$ cat src/common/rv_params.svh
`ifndef RV_PARAMS_SVH
`define RV_PARAMS_SVH

// Datapath and instruction word width
`define RV_XLEN 32

// Register index width and register count
`define RV_REG_AW 5
`define RV_NUM_REGS 32

// Retired instruction counter
`define RV_RETIRE_CNT_W 16

// Encoded ALU operation
`define RV_ALU_OP_W 4

`endif
$ cat src/common/rv_pkg.sv
`default_nettype none

`include "rv_params.svh"

package rv_pkg;

    // Data or instruction word
    typedef logic [`RV_XLEN-1:0] word_t;

    // General register index
    typedef logic [`RV_REG_AW-1:0] reg_addr_t;

    // Operation selected by the decoder
    // ALU_PASS_B feeds the lui immediate straight through
    typedef enum logic [`RV_ALU_OP_W-1:0] {
        ALU_ADD,
        ALU_SUB,
        ALU_SLL,
        ALU_SLT,
        ALU_SLTU,
        ALU_XOR,
        ALU_SRL,
        ALU_SRA,
        ALU_OR,
        ALU_AND,
        ALU_PASS_B
    } alu_op_t;

    ////////////////////////////////////////////////////////////
    // RV32I major opcodes
    ////////////////////////////////////////////////////////////

    localparam logic [6:0] OPC_OP     = 7'b0110011;
    localparam logic [6:0] OPC_OP_IMM = 7'b0010011;
    localparam logic [6:0] OPC_LUI    = 7'b0110111;

    // funct7 values
    localparam logic [6:0] F7_BASE = 7'b0000000;
    // Selects sub and sra
    localparam logic [6:0] F7_ALT  = 7'b0100000;

endpackage

`default_nettype wire

$ cat src/design/rv_core_top.sv
`default_nettype none

`include "rv_params.svh"

module rv_core_top (
    input  logic                        clk,
    input  logic                        rst,
    input  logic                        instr_req,
    input  rv_pkg::word_t               instr_data,
    output logic                        instr_ack,
    output logic                        retire_valid,
    output rv_pkg::reg_addr_t           retire_rd,
    output rv_pkg::word_t               retire_data,
    output logic                        retire_illegal,
    output logic [`RV_RETIRE_CNT_W-1:0] retire_count
);

    // Intake to decode
    logic              issue_valid;
    rv_pkg::word_t     issue_instr;

    // Decode to register file and execute
    rv_pkg::reg_addr_t rs1_addr;
    rv_pkg::reg_addr_t rs2_addr;
    rv_pkg::reg_addr_t rd_addr;
    rv_pkg::word_t     imm;
    rv_pkg::alu_op_t   alu_op;
    logic              use_imm;
    logic              writes_rd;
    logic              illegal;
    rv_pkg::word_t     rs1_data;
    rv_pkg::word_t     rs2_data;

    // Execute to retire
    logic              x_valid;
    logic              x_writes;
    logic              x_illegal;
    rv_pkg::reg_addr_t x_rd;
    rv_pkg::word_t     x_result;

    // Write-back bus
    logic              wb_we;
    rv_pkg::reg_addr_t wb_rd;
    rv_pkg::word_t     wb_data;

    ////////////////////////////////////////////////////////////
    // Pipeline
    ////////////////////////////////////////////////////////////

    instr_intake u_intake (
        .clk(clk),
        .rst(rst),
        .instr_req(instr_req),
        .instr_data(instr_data),
        .instr_ack(instr_ack),
        .issue_valid(issue_valid),
        .issue_instr(issue_instr)
    );

    decoder u_decoder (
        .issue_instr(issue_instr),
        .rs1_addr(rs1_addr),
        .rs2_addr(rs2_addr),
        .rd_addr(rd_addr),
        .imm(imm),
        .alu_op(alu_op),
        .use_imm(use_imm),
        .writes_rd(writes_rd),
        .illegal(illegal)
    );

    reg_file u_reg_file (
        .clk(clk),
        .rst(rst),
        .rs1_addr(rs1_addr),
        .rs2_addr(rs2_addr),
        .rs1_data(rs1_data),
        .rs2_data(rs2_data),
        .wb_we(wb_we),
        .wb_rd(wb_rd),
        .wb_data(wb_data)
    );

    alu_stage u_alu_stage (
        .clk(clk),
        .rst(rst),
        .issue_valid(issue_valid),
        .rs1_addr(rs1_addr),
        .rs2_addr(rs2_addr),
        .rd_addr(rd_addr),
        .rs1_data(rs1_data),
        .rs2_data(rs2_data),
        .imm(imm),
        .alu_op(alu_op),
        .use_imm(use_imm),
        .writes_rd(writes_rd),
        .illegal(illegal),
        .wb_we(wb_we),
        .wb_rd(wb_rd),
        .wb_data(wb_data),
        .x_valid(x_valid),
        .x_writes(x_writes),
        .x_illegal(x_illegal),
        .x_rd(x_rd),
        .x_result(x_result)
    );

    retire_unit u_retire (
        .clk(clk),
        .rst(rst),
        .x_valid(x_valid),
        .x_writes(x_writes),
        .x_illegal(x_illegal),
        .x_rd(x_rd),
        .x_result(x_result),
        .wb_we(wb_we),
        .wb_rd(wb_rd),
        .wb_data(wb_data),
        .retire_valid(retire_valid),
        .retire_illegal(retire_illegal),
        .retire_rd(retire_rd),
        .retire_data(retire_data),
        .retire_count(retire_count)
    );

endmodule

`default_nettype wire

$ cat src/design/retire_unit.sv
`default_nettype none

`include "rv_params.svh"

module retire_unit (
    input  logic                        clk,
    input  logic                        rst,
    input  logic                        x_valid,
    input  logic                        x_writes,
    input  logic                        x_illegal,
    input  rv_pkg::reg_addr_t           x_rd,
    input  rv_pkg::word_t               x_result,
    output logic                        wb_we,
    output rv_pkg::reg_addr_t           wb_rd,
    output rv_pkg::word_t               wb_data,
    output logic                        retire_valid,
    output logic                        retire_illegal,
    output rv_pkg::reg_addr_t           retire_rd,
    output rv_pkg::word_t               retire_data,
    output logic [`RV_RETIRE_CNT_W-1:0] retire_count
);

    logic ret_writes;

    always_ff @(posedge clk) begin
        if (rst) begin
            retire_valid <= 1'b0;
            retire_count <= '0;
        end else begin
            retire_valid <= x_valid;
            // Illegal instructions count as retired too
            if (x_valid) begin
                retire_count <= retire_count + 1'b1;
            end
        end
    end

    always_ff @(posedge clk) begin
        if (x_valid) begin
            retire_rd      <= x_rd;
            retire_data    <= x_result;
            retire_illegal <= x_illegal;
            ret_writes     <= x_writes;
        end
    end

    // Same register feeds write-back and the retire port
    assign wb_we   = retire_valid && ret_writes;
    assign wb_rd   = retire_rd;
    assign wb_data = retire_data;

endmodule

`default_nettype wire

$ cat src/execute/alu_stage.sv
`default_nettype none

`include "rv_params.svh"

module alu_stage (
    input  logic              clk,
    input  logic              rst,
    input  logic              issue_valid,
    input  rv_pkg::reg_addr_t rs1_addr,
    input  rv_pkg::reg_addr_t rs2_addr,
    input  rv_pkg::reg_addr_t rd_addr,
    input  rv_pkg::word_t     rs1_data,
    input  rv_pkg::word_t     rs2_data,
    input  rv_pkg::word_t     imm,
    input  rv_pkg::alu_op_t   alu_op,
    input  logic              use_imm,
    input  logic              writes_rd,
    input  logic              illegal,
    input  logic              wb_we,
    input  rv_pkg::reg_addr_t wb_rd,
    input  rv_pkg::word_t     wb_data,
    output logic              x_valid,
    output logic              x_writes,
    output logic              x_illegal,
    output rv_pkg::reg_addr_t x_rd,
    output rv_pkg::word_t     x_result
);

    // Decode-to-execute register
    logic              de_valid;
    rv_pkg::reg_addr_t de_rs1;
    rv_pkg::reg_addr_t de_rs2;
    rv_pkg::reg_addr_t de_rd;
    rv_pkg::word_t     de_rs1_data;
    rv_pkg::word_t     de_rs2_data;
    rv_pkg::word_t     de_imm;
    rv_pkg::alu_op_t   de_alu_op;
    logic              de_use_imm;
    logic              de_writes;
    logic              de_illegal;

    rv_pkg::word_t                op_a;
    rv_pkg::word_t                op_b;
    rv_pkg::word_t                alu_out;
    logic [$clog2(`RV_XLEN)-1:0]  shamt;

    ////////////////////////////////////////////////////////////
    // Pipeline registers
    ////////////////////////////////////////////////////////////

    always_ff @(posedge clk) begin
        if (rst) begin
            de_valid <= 1'b0;
            x_valid  <= 1'b0;
        end else begin
            de_valid <= issue_valid;
            x_valid  <= de_valid;
        end
    end

    always_ff @(posedge clk) begin
        if (issue_valid) begin
            de_rs1      <= rs1_addr;
            de_rs2      <= rs2_addr;
            de_rd       <= rd_addr;
            de_rs1_data <= rs1_data;
            de_rs2_data <= rs2_data;
            de_imm      <= imm;
            de_alu_op   <= alu_op;
            de_use_imm  <= use_imm;
            de_writes   <= writes_rd;
            de_illegal  <= illegal;
        end
        if (de_valid) begin
            x_rd      <= de_rd;
            x_result  <= alu_out;
            x_writes  <= de_writes;
            x_illegal <= de_illegal;
        end
    end

    ////////////////////////////////////////////////////////////
    // Operand forwarding
    ////////////////////////////////////////////////////////////

    // Result register is newer than the write-back bus
    function automatic rv_pkg::word_t forward(input rv_pkg::reg_addr_t addr,
                                              input rv_pkg::word_t     rf_data);
        if (addr == '0) begin
            return rf_data;
        end
        if (x_valid && x_writes && x_rd == addr) begin
            return x_result;
        end
        if (wb_we && wb_rd == addr) begin
            return wb_data;
        end
        return rf_data;
    endfunction

    ////////////////////////////////////////////////////////////
    // ALU
    ////////////////////////////////////////////////////////////

    always_comb begin
        op_a  = forward(de_rs1, de_rs1_data);
        op_b  = de_use_imm ? de_imm : forward(de_rs2, de_rs2_data);
        // Shifts use the low bits only
        shamt = op_b[$clog2(`RV_XLEN)-1:0];
        case (de_alu_op)
            rv_pkg::ALU_ADD:    alu_out = op_a + op_b;
            rv_pkg::ALU_SUB:    alu_out = op_a - op_b;
            rv_pkg::ALU_SLL:    alu_out = op_a << shamt;
            rv_pkg::ALU_SLT:    alu_out = rv_pkg::word_t'($signed(op_a) < $signed(op_b));
            rv_pkg::ALU_SLTU:   alu_out = rv_pkg::word_t'(op_a < op_b);
            rv_pkg::ALU_XOR:    alu_out = op_a ^ op_b;
            rv_pkg::ALU_SRL:    alu_out = op_a >> shamt;
            rv_pkg::ALU_SRA:    alu_out = rv_pkg::word_t'($signed(op_a) >>> shamt);
            rv_pkg::ALU_OR:     alu_out = op_a | op_b;
            rv_pkg::ALU_AND:    alu_out = op_a & op_b;
            rv_pkg::ALU_PASS_B: alu_out = op_b;
            default:            alu_out = '0;
        endcase
    end

    // Forwarded operands must be resolved by the time a result is valid
    assert property (@(posedge clk) disable iff (rst) x_valid |-> !$isunknown(x_result));

endmodule

`default_nettype wire

$ cat src/decode/reg_file.sv
`default_nettype none

`include "rv_params.svh"

module reg_file (
    input  logic              clk,
    input  logic              rst,
    input  rv_pkg::reg_addr_t rs1_addr,
    input  rv_pkg::reg_addr_t rs2_addr,
    output rv_pkg::word_t     rs1_data,
    output rv_pkg::word_t     rs2_data,
    input  logic              wb_we,
    input  rv_pkg::reg_addr_t wb_rd,
    input  rv_pkg::word_t     wb_data
);

    rv_pkg::word_t regs [`RV_NUM_REGS];

    always_ff @(posedge clk) begin
        if (rst) begin
            for (int i = 0; i < `RV_NUM_REGS; i++) begin
                regs[i] <= '0;
            end
        end else if (wb_we && wb_rd != '0) begin
            regs[wb_rd] <= wb_data;
        end
    end

    // Write-through read ports
    always_comb begin
        rs1_data = regs[rs1_addr];
        rs2_data = regs[rs2_addr];
        if (wb_we && wb_rd == rs1_addr) begin
            rs1_data = wb_data;
        end
        if (wb_we && wb_rd == rs2_addr) begin
            rs2_data = wb_data;
        end
        // x0 reads as zero
        if (rs1_addr == '0) begin
            rs1_data = '0;
        end
        if (rs2_addr == '0) begin
            rs2_data = '0;
        end
    end

    // Decode strips x0 destinations before they reach write-back
    assert property (@(posedge clk) disable iff (rst) wb_we |-> (wb_rd != '0));

endmodule

`default_nettype wire

$ cat src/decode/decoder.sv
`default_nettype none

module decoder (
    input  rv_pkg::word_t     issue_instr,
    output rv_pkg::reg_addr_t rs1_addr,
    output rv_pkg::reg_addr_t rs2_addr,
    output rv_pkg::reg_addr_t rd_addr,
    output rv_pkg::word_t     imm,
    output rv_pkg::alu_op_t   alu_op,
    output logic              use_imm,
    output logic              writes_rd,
    output logic              illegal
);

    logic [6:0]    opcode;
    logic [2:0]    funct3;
    logic [6:0]    funct7;
    rv_pkg::word_t imm_i;
    rv_pkg::word_t imm_u;

    ////////////////////////////////////////////////////////////
    // Instruction fields
    ////////////////////////////////////////////////////////////

    assign opcode   = issue_instr[6:0];
    assign rd_addr  = issue_instr[11:7];
    assign funct3   = issue_instr[14:12];
    assign rs1_addr = issue_instr[19:15];
    assign rs2_addr = issue_instr[24:20];
    assign funct7   = issue_instr[31:25];

    // I-type is sign extended, U-type fills the upper 20 bits
    assign imm_i = {{20{issue_instr[31]}}, issue_instr[31:20]};
    assign imm_u = {issue_instr[31:12], 12'b0};

    ////////////////////////////////////////////////////////////
    // Operation select
    ////////////////////////////////////////////////////////////

    always_comb begin
        alu_op  = rv_pkg::ALU_ADD;
        use_imm = 1'b0;
        imm     = imm_i;
        illegal = 1'b0;
        case (opcode)
            rv_pkg::OPC_OP, rv_pkg::OPC_OP_IMM: begin
                use_imm = (opcode == rv_pkg::OPC_OP_IMM);
                case (funct3)
                    3'b000: begin
                        // No subi form
                        alu_op = (funct7[5] && !use_imm) ? rv_pkg::ALU_SUB : rv_pkg::ALU_ADD;
                    end
                    3'b001:  alu_op = rv_pkg::ALU_SLL;
                    3'b010:  alu_op = rv_pkg::ALU_SLT;
                    3'b011:  alu_op = rv_pkg::ALU_SLTU;
                    3'b100:  alu_op = rv_pkg::ALU_XOR;
                    3'b101:  alu_op = funct7[5] ? rv_pkg::ALU_SRA : rv_pkg::ALU_SRL;
                    3'b110:  alu_op = rv_pkg::ALU_OR;
                    default: alu_op = rv_pkg::ALU_AND;
                endcase

                // funct7 is checked on every R-type but only on immediate shifts
                if (!use_imm || funct3 == 3'b001 || funct3 == 3'b101) begin
                    if (funct7 != rv_pkg::F7_BASE && funct7 != rv_pkg::F7_ALT) begin
                        illegal = 1'b1;
                    end else if (funct7 == rv_pkg::F7_ALT && funct3 == 3'b001) begin
                        illegal = 1'b1;
                    end else if (funct7 == rv_pkg::F7_ALT && !use_imm &&
                                 funct3 != 3'b000 && funct3 != 3'b101) begin
                        illegal = 1'b1;
                    end
                end
            end
            rv_pkg::OPC_LUI: begin
                alu_op  = rv_pkg::ALU_PASS_B;
                use_imm = 1'b1;
                imm     = imm_u;
            end
            default: begin
                illegal = 1'b1;
            end
        endcase
    end

    // x0 destinations and illegal opcodes leave the register file alone
    assign writes_rd = !illegal && (rd_addr != '0);

endmodule

`default_nettype wire

$ cat src/design/instr_intake.sv
`default_nettype none

module instr_intake (
    input  logic          clk,
    input  logic          rst,
    input  logic          instr_req,
    input  rv_pkg::word_t instr_data,
    output logic          instr_ack,
    output logic          issue_valid,
    output rv_pkg::word_t issue_instr
);

    // Four-phase receive sequence
    typedef enum logic [1:0] {
        ST_IDLE,
        ST_ACKED,
        ST_RELEASE
    } state_t;

    state_t state;
    logic   capture;

    // Requests are only sampled while ack is low
    assign capture   = (state == ST_IDLE) && instr_req;
    assign instr_ack = (state != ST_IDLE);

    always_ff @(posedge clk) begin
        if (rst) begin
            state       <= ST_IDLE;
            issue_valid <= 1'b0;
        end else begin
            issue_valid <= capture;
            case (state)
                ST_IDLE: begin
                    if (capture) begin
                        state <= ST_ACKED;
                    end
                end
                ST_ACKED: begin
                    // Hold ack until the sender drops its request
                    if (!instr_req) begin
                        state <= ST_RELEASE;
                    end
                end
                ST_RELEASE: begin
                    state <= ST_IDLE;
                end
                default: begin
                    state <= ST_IDLE;
                end
            endcase
        end
    end

    // Instruction word stays put until the next handshake
    always_ff @(posedge clk) begin
        if (capture) begin
            issue_instr <= instr_data;
        end
    end

    // Ack only follows a request seen on the previous edge
    assert property (@(posedge clk) disable iff (rst)
        $rose(instr_ack) |-> $past(instr_req));

endmodule

`default_nettype wire

$ cat config.mk
export PLATFORM = sky130hd
export DESIGN_NAME = rv_core_top
export DESIGN_NICKNAME = d
export VERILOG_FILES = /design/src/common/rv_pkg.sv /design/src/design/rv_core_top.sv /design/src/design/retire_unit.sv /design/src/execute/alu_stage.sv /design/src/decode/reg_file.sv /design/src/decode/decoder.sv /design/src/design/instr_intake.sv
export VERILOG_INCLUDE_DIRS = /design/src /design/src/common
export SDC_FILE = /design/constraint.sdc
export NUM_CORES = 2
export LEC_CHECK = 0
export BUFFER_PORTS_ARGS = -buffer_cell sky130_fd_sc_hd__buf_2
export CAP_MARGIN = 15
export CORE_ASPECT_RATIO = 1.1
export CORE_MARGIN = 4
export CORE_UTILIZATION = 25
export DETAILED_ROUTE_END_ITERATION = 10
export GPL_TIMING_DRIVEN = 0
export HOLD_SLACK_MARGIN = 0.15
export PLACE_DENSITY_LB_ADDON = 0.15
export SLEW_MARGIN = 0
export SYNTH_ARGS = -nofsm -noshare
export SYNTH_HDL_FRONTEND = slang
export SYNTH_SLANG_ARGS = --single-unit
$ cat constraint.sdc
create_clock -name clk -period 8.6 [get_ports clk]
set_input_delay 1.72 -clock clk [delete_from_list [all_inputs] [get_ports clk]]
set_output_delay 1.72 -clock clk [all_outputs]
set_load 0.05 [all_outputs]
# Yosys cells after proc, flatten, opt, wreduce, memory -nomap -nowiden
# Memories as Yosys holds them, arrays and structs flattened. A register that Yosys moved wholly into a read port is not among the register bits.
# Index checks and enable logic that the tools add are counted.
# W data, S select, Z words.
dict set report word_totals {
  ff_bits 250
  mem_bits_rw 1024
  input_bits 35
  mem_count 1
  wordCells 157
  out_inout_bits 56
}
dict set report op_classes {
  n_eq_ne 31
  addsub 3
  n_mux 52
  n_reduce_logical 36
  magnitude_cmp 2
  n_shift 3
  n_bitwise 3
}
# name words width rd rd_clocked_by_memory_dff write_ports line_no
set mem_list {}
lappend mem_list {u_reg_file.regs 32 32 2 2 32 reg_file.sv:17} ;# rv_pkg::word_t regs [`RV_NUM_REGS];
# cell n
set op_table {}
lappend op_table {{$mux W32} 16}
lappend op_table {{$pmux W32 S11} 1}
lappend op_table {{$lt A32 B32 Y1} 2}
lappend op_table {{$add A32 B32 Y32} 1}
lappend op_table {{$and A32 B32 Y32} 1}
lappend op_table {{$or A32 B32 Y32} 1}
lappend op_table {{$reduce_or A32 Y1} 1}
lappend op_table {{$shl A32 B5 Y32} 1}
lappend op_table {{$shr A32 B5 Y32} 1}
lappend op_table {{$sshr A32 B5 Y32} 1}
lappend op_table {{$sub A32 B32 Y32} 1}
lappend op_table {{$xor A32 B32 Y32} 1}
lappend op_table {{$mux W31} 1}
lappend op_table {{$eq A5 B5 Y1} 6}
lappend op_table {{$pmux W4 S7} 1}
lappend op_table {{$mux W1} 24}
lappend op_table {{$eq A7 B6 Y1 const B} 3}
lappend op_table {{$logic_not A5 Y1} 4}
lappend op_table {{$logic_and A1 B1 Y1} 17}
lappend op_table {{$add A16 B1 Y16 const B} 1}
lappend op_table {{$eq A4 B3 Y1 const B} 4}
lappend op_table {{$mux W5} 3}
lappend op_table {{$eq A4 B4 Y1 const B} 3}
lappend op_table {{$reduce_bool A5 Y1} 2}
lappend op_table {{other kinds (25)} 33}

# Depth between registers and ports, before layout
dict set report logic_depth {
  ltp_word 12
  mapped_depth 25
  mapped_depth_nobuf 20
}

# Modules after synthesis
# From an unflattened synthesis, not the netlist that was laid out.
dict set report hier_totals {
  cells_unflattened 5826
  hier_area_um2 74338.8
}
# module seq_area_each_um2 area_per_inst_um2 cells_per_inst instances
set by_module_without_submodules {}
lappend by_module_without_submodules {reg_file 30749.5 54722.5 3740 1}
lappend by_module_without_submodules {alu_stage 4754.6 15693.8 1793 1}
lappend by_module_without_submodules {retire_unit 1511.4 2269.7 166 1}
lappend by_module_without_submodules {instr_intake 1021.0 1072.3 40 1}
lappend by_module_without_submodules {decoder 0.0 580.6 87 1}

# Worst setup path after synthesis
# OpenSTA, ideal clock, no wires.
dict set report synth_timing {
  path_kind {register -> register}
  from {register u_alu_stage.x_valid}
  to {register u_alu_stage.x_result[31] (data pin)}
  setup_ns 0.274
  arrival_ns 5.985
  synth_period_minus_slack_ns 6.259
  t_required_ns 8.326
  slack_ns 2.341
  path_buffers 6
  stages_incl_launch_ff 22
  path_cell_list {dfxtp_1 -> clkbuf_1 -> and3_1 -> nand3_2 -> and2_1 -> buf_2 -> a221oi_4 -> clkbuf_1 -> clkbuf_1 -> clkbuf_1 -> ha_1 -> clkbuf_1 -> o311ai_0 -> a311oi_1 -> nand2_1 -> and4_1 -> o41a_1 -> o41a_1 -> o21bai_1 -> a21oi_1 -> a21boi_0 -> nand4b_1}
}
dict set report synth_between {
  elab_chain_len 10
  word_cells_on_any_way 27
  cone_classes {add/sub: 2; shift: 3; mux: 16; bitwise: 3; reduce/logical: 3}
}
# item line_no
set synth_lines {}
lappend synth_lines {{start, declared} alu_stage.sv:22} ;# output logic x_valid,
lappend synth_lines {{start signal, assigned} alu_stage.sv:57} ;# x_valid <= de_valid;
lappend synth_lines {{$logic_and A1 B1 Y1 (*)} alu_stage.sv:92} ;# if (x_valid && x_writes && x_rd == addr) begin
lappend synth_lines {{$logic_and A1 B1 Y1} alu_stage.sv:92}
lappend synth_lines {{$mux W32} alu_stage.sv:92}
lappend synth_lines {{$mux W32} alu_stage.sv:95} ;# if (wb_we && wb_rd == addr) begin
lappend synth_lines {{$mux W32} alu_stage.sv:98} ;# return rf_data;
lappend synth_lines {{$mux W32} alu_stage.sv:95}
lappend synth_lines {{$mux W32} alu_stage.sv:92}
lappend synth_lines {{$mux W32} alu_stage.sv:107} ;# op_b = de_use_imm ? de_imm : forward(de_rs2, de_rs2_data);
lappend synth_lines {{$sub A32 B32 Y32 (tied with other cells)} alu_stage.sv:112} ;# rv_pkg::ALU_SUB: alu_out = op_a - op_b;
lappend synth_lines {{$pmux W32 S11 (*)} alu_stage.sv:110} ;# case (de_alu_op)
lappend synth_lines {{named net u_alu_stage.alu_out[31]} alu_stage.sv:44} ;# rv_pkg::word_t alu_out;
lappend synth_lines {{end signal, assigned} alu_stage.sv:76} ;# x_result <= alu_out;
lappend synth_lines {{end, declared} alu_stage.sv:26} ;# output rv_pkg::word_t x_result
# The timed path passes the listed nets; every way through them passes the cells marked *. The select of a mux whose other input is x is not followed.
# A chain may end at the register's enable or synchronous reset.

# Worst setup path after layout
dict set report layout_timing {
  from {register u_alu_stage.x_valid}
  to {register u_alu_stage.x_result[0] (data pin)}
}
dict set report layout_between {
  elab_chain_len 10
  word_cells_on_any_way 29
  cone_classes {add/sub: 2; order compare: 2; shift: 3; mux: 16; bitwise: 3; reduce/logical: 3}
}
# item line_no
set layout_lines {}
lappend layout_lines {{$logic_and A1 B1 Y1 (*)} alu_stage.sv:92}
lappend layout_lines {{$logic_and A1 B1 Y1} alu_stage.sv:92}
lappend layout_lines {{$mux W32} alu_stage.sv:92}
lappend layout_lines {{$mux W32} alu_stage.sv:95}
lappend layout_lines {{$mux W32} alu_stage.sv:98}
lappend layout_lines {{$mux W32} alu_stage.sv:95}
lappend layout_lines {{$mux W32} alu_stage.sv:92}
lappend layout_lines {{$mux W32} alu_stage.sv:107}
lappend layout_lines {{$sub A32 B32 Y32 (tied with other cells)} alu_stage.sv:112}
lappend layout_lines {{$pmux W32 S11 (*)} alu_stage.sv:110}
lappend layout_lines {{named net u_alu_stage.alu_out[0]} alu_stage.sv:44}
# Marked as above.

==> flow_summary.ini <==
[cts]
cts_sinks = 1284
clkLatencyLatePin_ns = 0.85
clk_pin_slew_ns = 0.06
holdBufCountCts = 0
htreeDepth = 4
cts_made_buffers = 166
clock_path_buffers = 4
cts_tree = done
cts-root-buf = clkbuf_16

[synth]
synth_top_area_share_pct = 50.7
yosysWarnings = 0
syn_area_per_cell_sq_um = 13.8
ys_top_cells_by_area = edfxtp_1 51%, mux4_2 19%, and2_1 8.5%
ys.flop_type = edfxtp_1
netlist_top_cells_count = 1252 x edfxtp_1, 1003 x and2_1, 640 x mux4_2, 392 x clkbuf_1, 302 x nor2_1
synth_cell_types = 92
yosysSeqAreaShare_pct = 51.5
ys_ff_latch = 1284
synth_edf_count = 1252
synth_most_common_cell = edfxtp_1
synth_top_cell_by_area = edfxtp_1
synth_area_sq_um = 74200
syn_inst = 5394
ys_async_sr_fraction_pct = 0

[placement]
place_inst = 9452
dp_hpwl_um = 255000
port_buffers = 90
gp_congestion = 0.954

[cells_and_area]
area_delta_synth_final_pct = 15.6
fin_nets = 5862
final_util_pct = 29.1
drive_gt1_share_pct = 20.9
stdcell_count = 9760

[power_and_ir_drop]
p_per_area_nw_per_um2 = 200
total_power_mw = 17.2
leakagePower_nw = 30.1
vdd_ir_drop_max_uv = 126

[routing]
drt-initial-drc-count = 5105
drtAntennaViolNets = 0
vias_per_cell = 5.12
post_drt_wl_per_cell_um = 32.3
vias = 50000
dr.pass1.iters = 5
route.detailed.drc = 0
routed_wl_um = 316000

[die]
die_area_sq_um = 306000
fp.dieH_um = 579
start_util_pct = 25.1
num_rows = 209
io_pins = 91
coreArea_sq_um = 295000
die_x_um = 527

[worst_setup_path]
crit_family = compound AO/OA/AOI/OAI gates
r2r-start = u_alu_stage.x_valid$_SDFF_PP0_
cpMostUsedCell = clkbuf_2
worstSetupPathType = flip-flop to flip-flop
startpoint = u_alu_stage.x_valid$_SDFF_PP0_
startpoint_type = flip-flop
worstPathCellList = clkbuf_2, and3_2, nand3_2, and2_1, buf_2, a221oi_4, clkbuf_2, clkbuf_2, clkbuf_2, ha_1, clkbuf_1, a21oi_1, o211ai_1, and2_1, clkbuf_1, a311oi_2, o21ai_0, a221oi_1, nor4_1, nor3_1, o21ai_0, o2111ai_1
worstPathRequired_ns = 9.18
critPathMaxFanout = 16
arrival_ns = 9.09
worst-r2r-setup-slack_ns = 0.1
endpoint_kind = flip-flop
max_stage_delay_ns = 0.66
crit_buf_inv = 7
worst_path_max_delay_cell = dfxtp_2

[timing]
finalHoldViolations = 0
maxSlewViolCount = 0
max_slew_margin_pct = 0.0791
finalSetupViolations = 0
fmax_mhz = 118
fin_crit_ns = 8.50
rsz0062_at_grt = false
tightest_slew_ns = 1.50
post-route-period-util_pct = 98.9
skew_ns = 0.0721

[grt]
grt_pass1_wl_um = 430000
grt_overflow = 0
grt_usage_pct = 20.2
grt_max_degree = 67
antenna_found_initial = 25
grt_pass1_vias = 50900

[worst_hold_path]
hold_path.startpoint = u_alu_stage.x_illegal$_DFFE_PP_
worst_hold_path_type = flip-flop to flip-flop

[outcome]
outcome = completed

[run]
drv_cap = 0
## kinds of logic after synthesis
kind of cell / count (synthesis) / synth area share, %
XOR/XNOR: 49 / 0.579
flip-flops: 1284 / 51.5
AND/OR/NAND/NOR: 1751 / 13.2
other: 1 / 0.00505
multiplexers: 910 / 23.2
AO/OA/AOI/OAI: 687 / 6.50
buffers and inverters: 612 / 3.24
adder cells (fa/ha/maj): 100 / 1.71
## final cells by class
class                   instances  area, sq um
fillers                     29900       209000
flip-flops and latches       1284        38200
multi-input cells            3529        33700
well taps                    3903         4880
clock buffers                 206         4440
plain buffers                 507         2040
repair buffers                135         1210
clock inverters                79          818
inverters                     104          390
diodes                         13         32.5
## sequential cells by signal (all words and copies together), names as in the netlist, 16 cells and up, named ones only
name	flops
u_alu_stage.de_rs1_data	32
u_retire.retire_count	16
u_alu_stage.de_imm	32
u_intake.issue_instr	32
u_alu_stage.de_rs2_data	32
u_retire.retire_data	32
u_reg_file.regs	1024
u_alu_stage.x_result	32
## worst paths after layout
path | end | cells past startpoint
setup / recovery | u_alu_stage.x_result[0]$_DFFE_PP_ | 22
hold / removal | u_retire.retire_illegal$_DFFE_PP_ | 0
setup reg to reg | u_alu_stage.x_result[0]$_DFFE_PP_ | 22
hold reg to reg | u_retire.retire_illegal$_DFFE_PP_ | 0
## cell usage in the layout (no fill, tap or decap), types with 16 or more instances in the layout
cell       Yosys  final
a211oi_1     108    108
a21o_1        29     29
a21oi_1      148    148
a221oi_1      18     18
a31oi_1       18     18
and2_1      1003   1003
buf_1         77     68
buf_2         25    123
buf_8          0     22
clkbuf_1     392    408
clkbuf_16      0    170
clkinv_1       1     30
clkinv_2       0     19
conb_1         1     32
dfxtp_1       32     29
edfxtp_1    1252   1252
ha_1          98     98
inv_1        100    100
mux2_2        37     37
mux2i_1      223    223
mux4_2       640    640
nand2_1      147    147
nand2b_1      16     16
nand3_1       37     37
nor2_1       302    302
nor2b_1       26     26
nor3_1        40     38
o211ai_1      31     31
o21ai_0      106    106
o221ai_1      24     24
o22ai_1       47     47
or2_2         66     66
or3_1         42     42
xnor2_1       25     25
xor2_1        24     24
## through the flow
stage	hold WS (ns)	TNS (ns)	instance area [sq um]	setup slack (ns)
2_1_floorplan	0.400	0	74300	2.34
3_3_place_gp	0.402	-49.42	79600	-3.20
3_5_place_dp	0.406	-10.07	80300	-1.60
4_1_cts	0.416	-0.00221	85600	-0.00221
5_1_grt	0.420	0	85700	0.00746
6_report	0.415	0	85700	0.0951
## report_power, final
| group | switching, mW | internal [mW] |
|---|---|---|
| logic | 1.82 | 1.11 |
| registers | 0.152 | 7.13 |
| clock network | 2.85 | 4.10 |
## metal layers
metal,part of all wire (%),global-route usage (%)
met1,42,26.2
met2,48,34.4
met3,4.8,2.42
met4,4.5,7.90
met5,0,0
## what timing repair did
action | CTS | global route
setup endpoints to repair | 21 | 2
pin swaps | 1 | 1
gates resized for setup | 10 | 3
buffers inserted | 2 | 2
No activity file was read; power rests on OpenSTA's default activity.
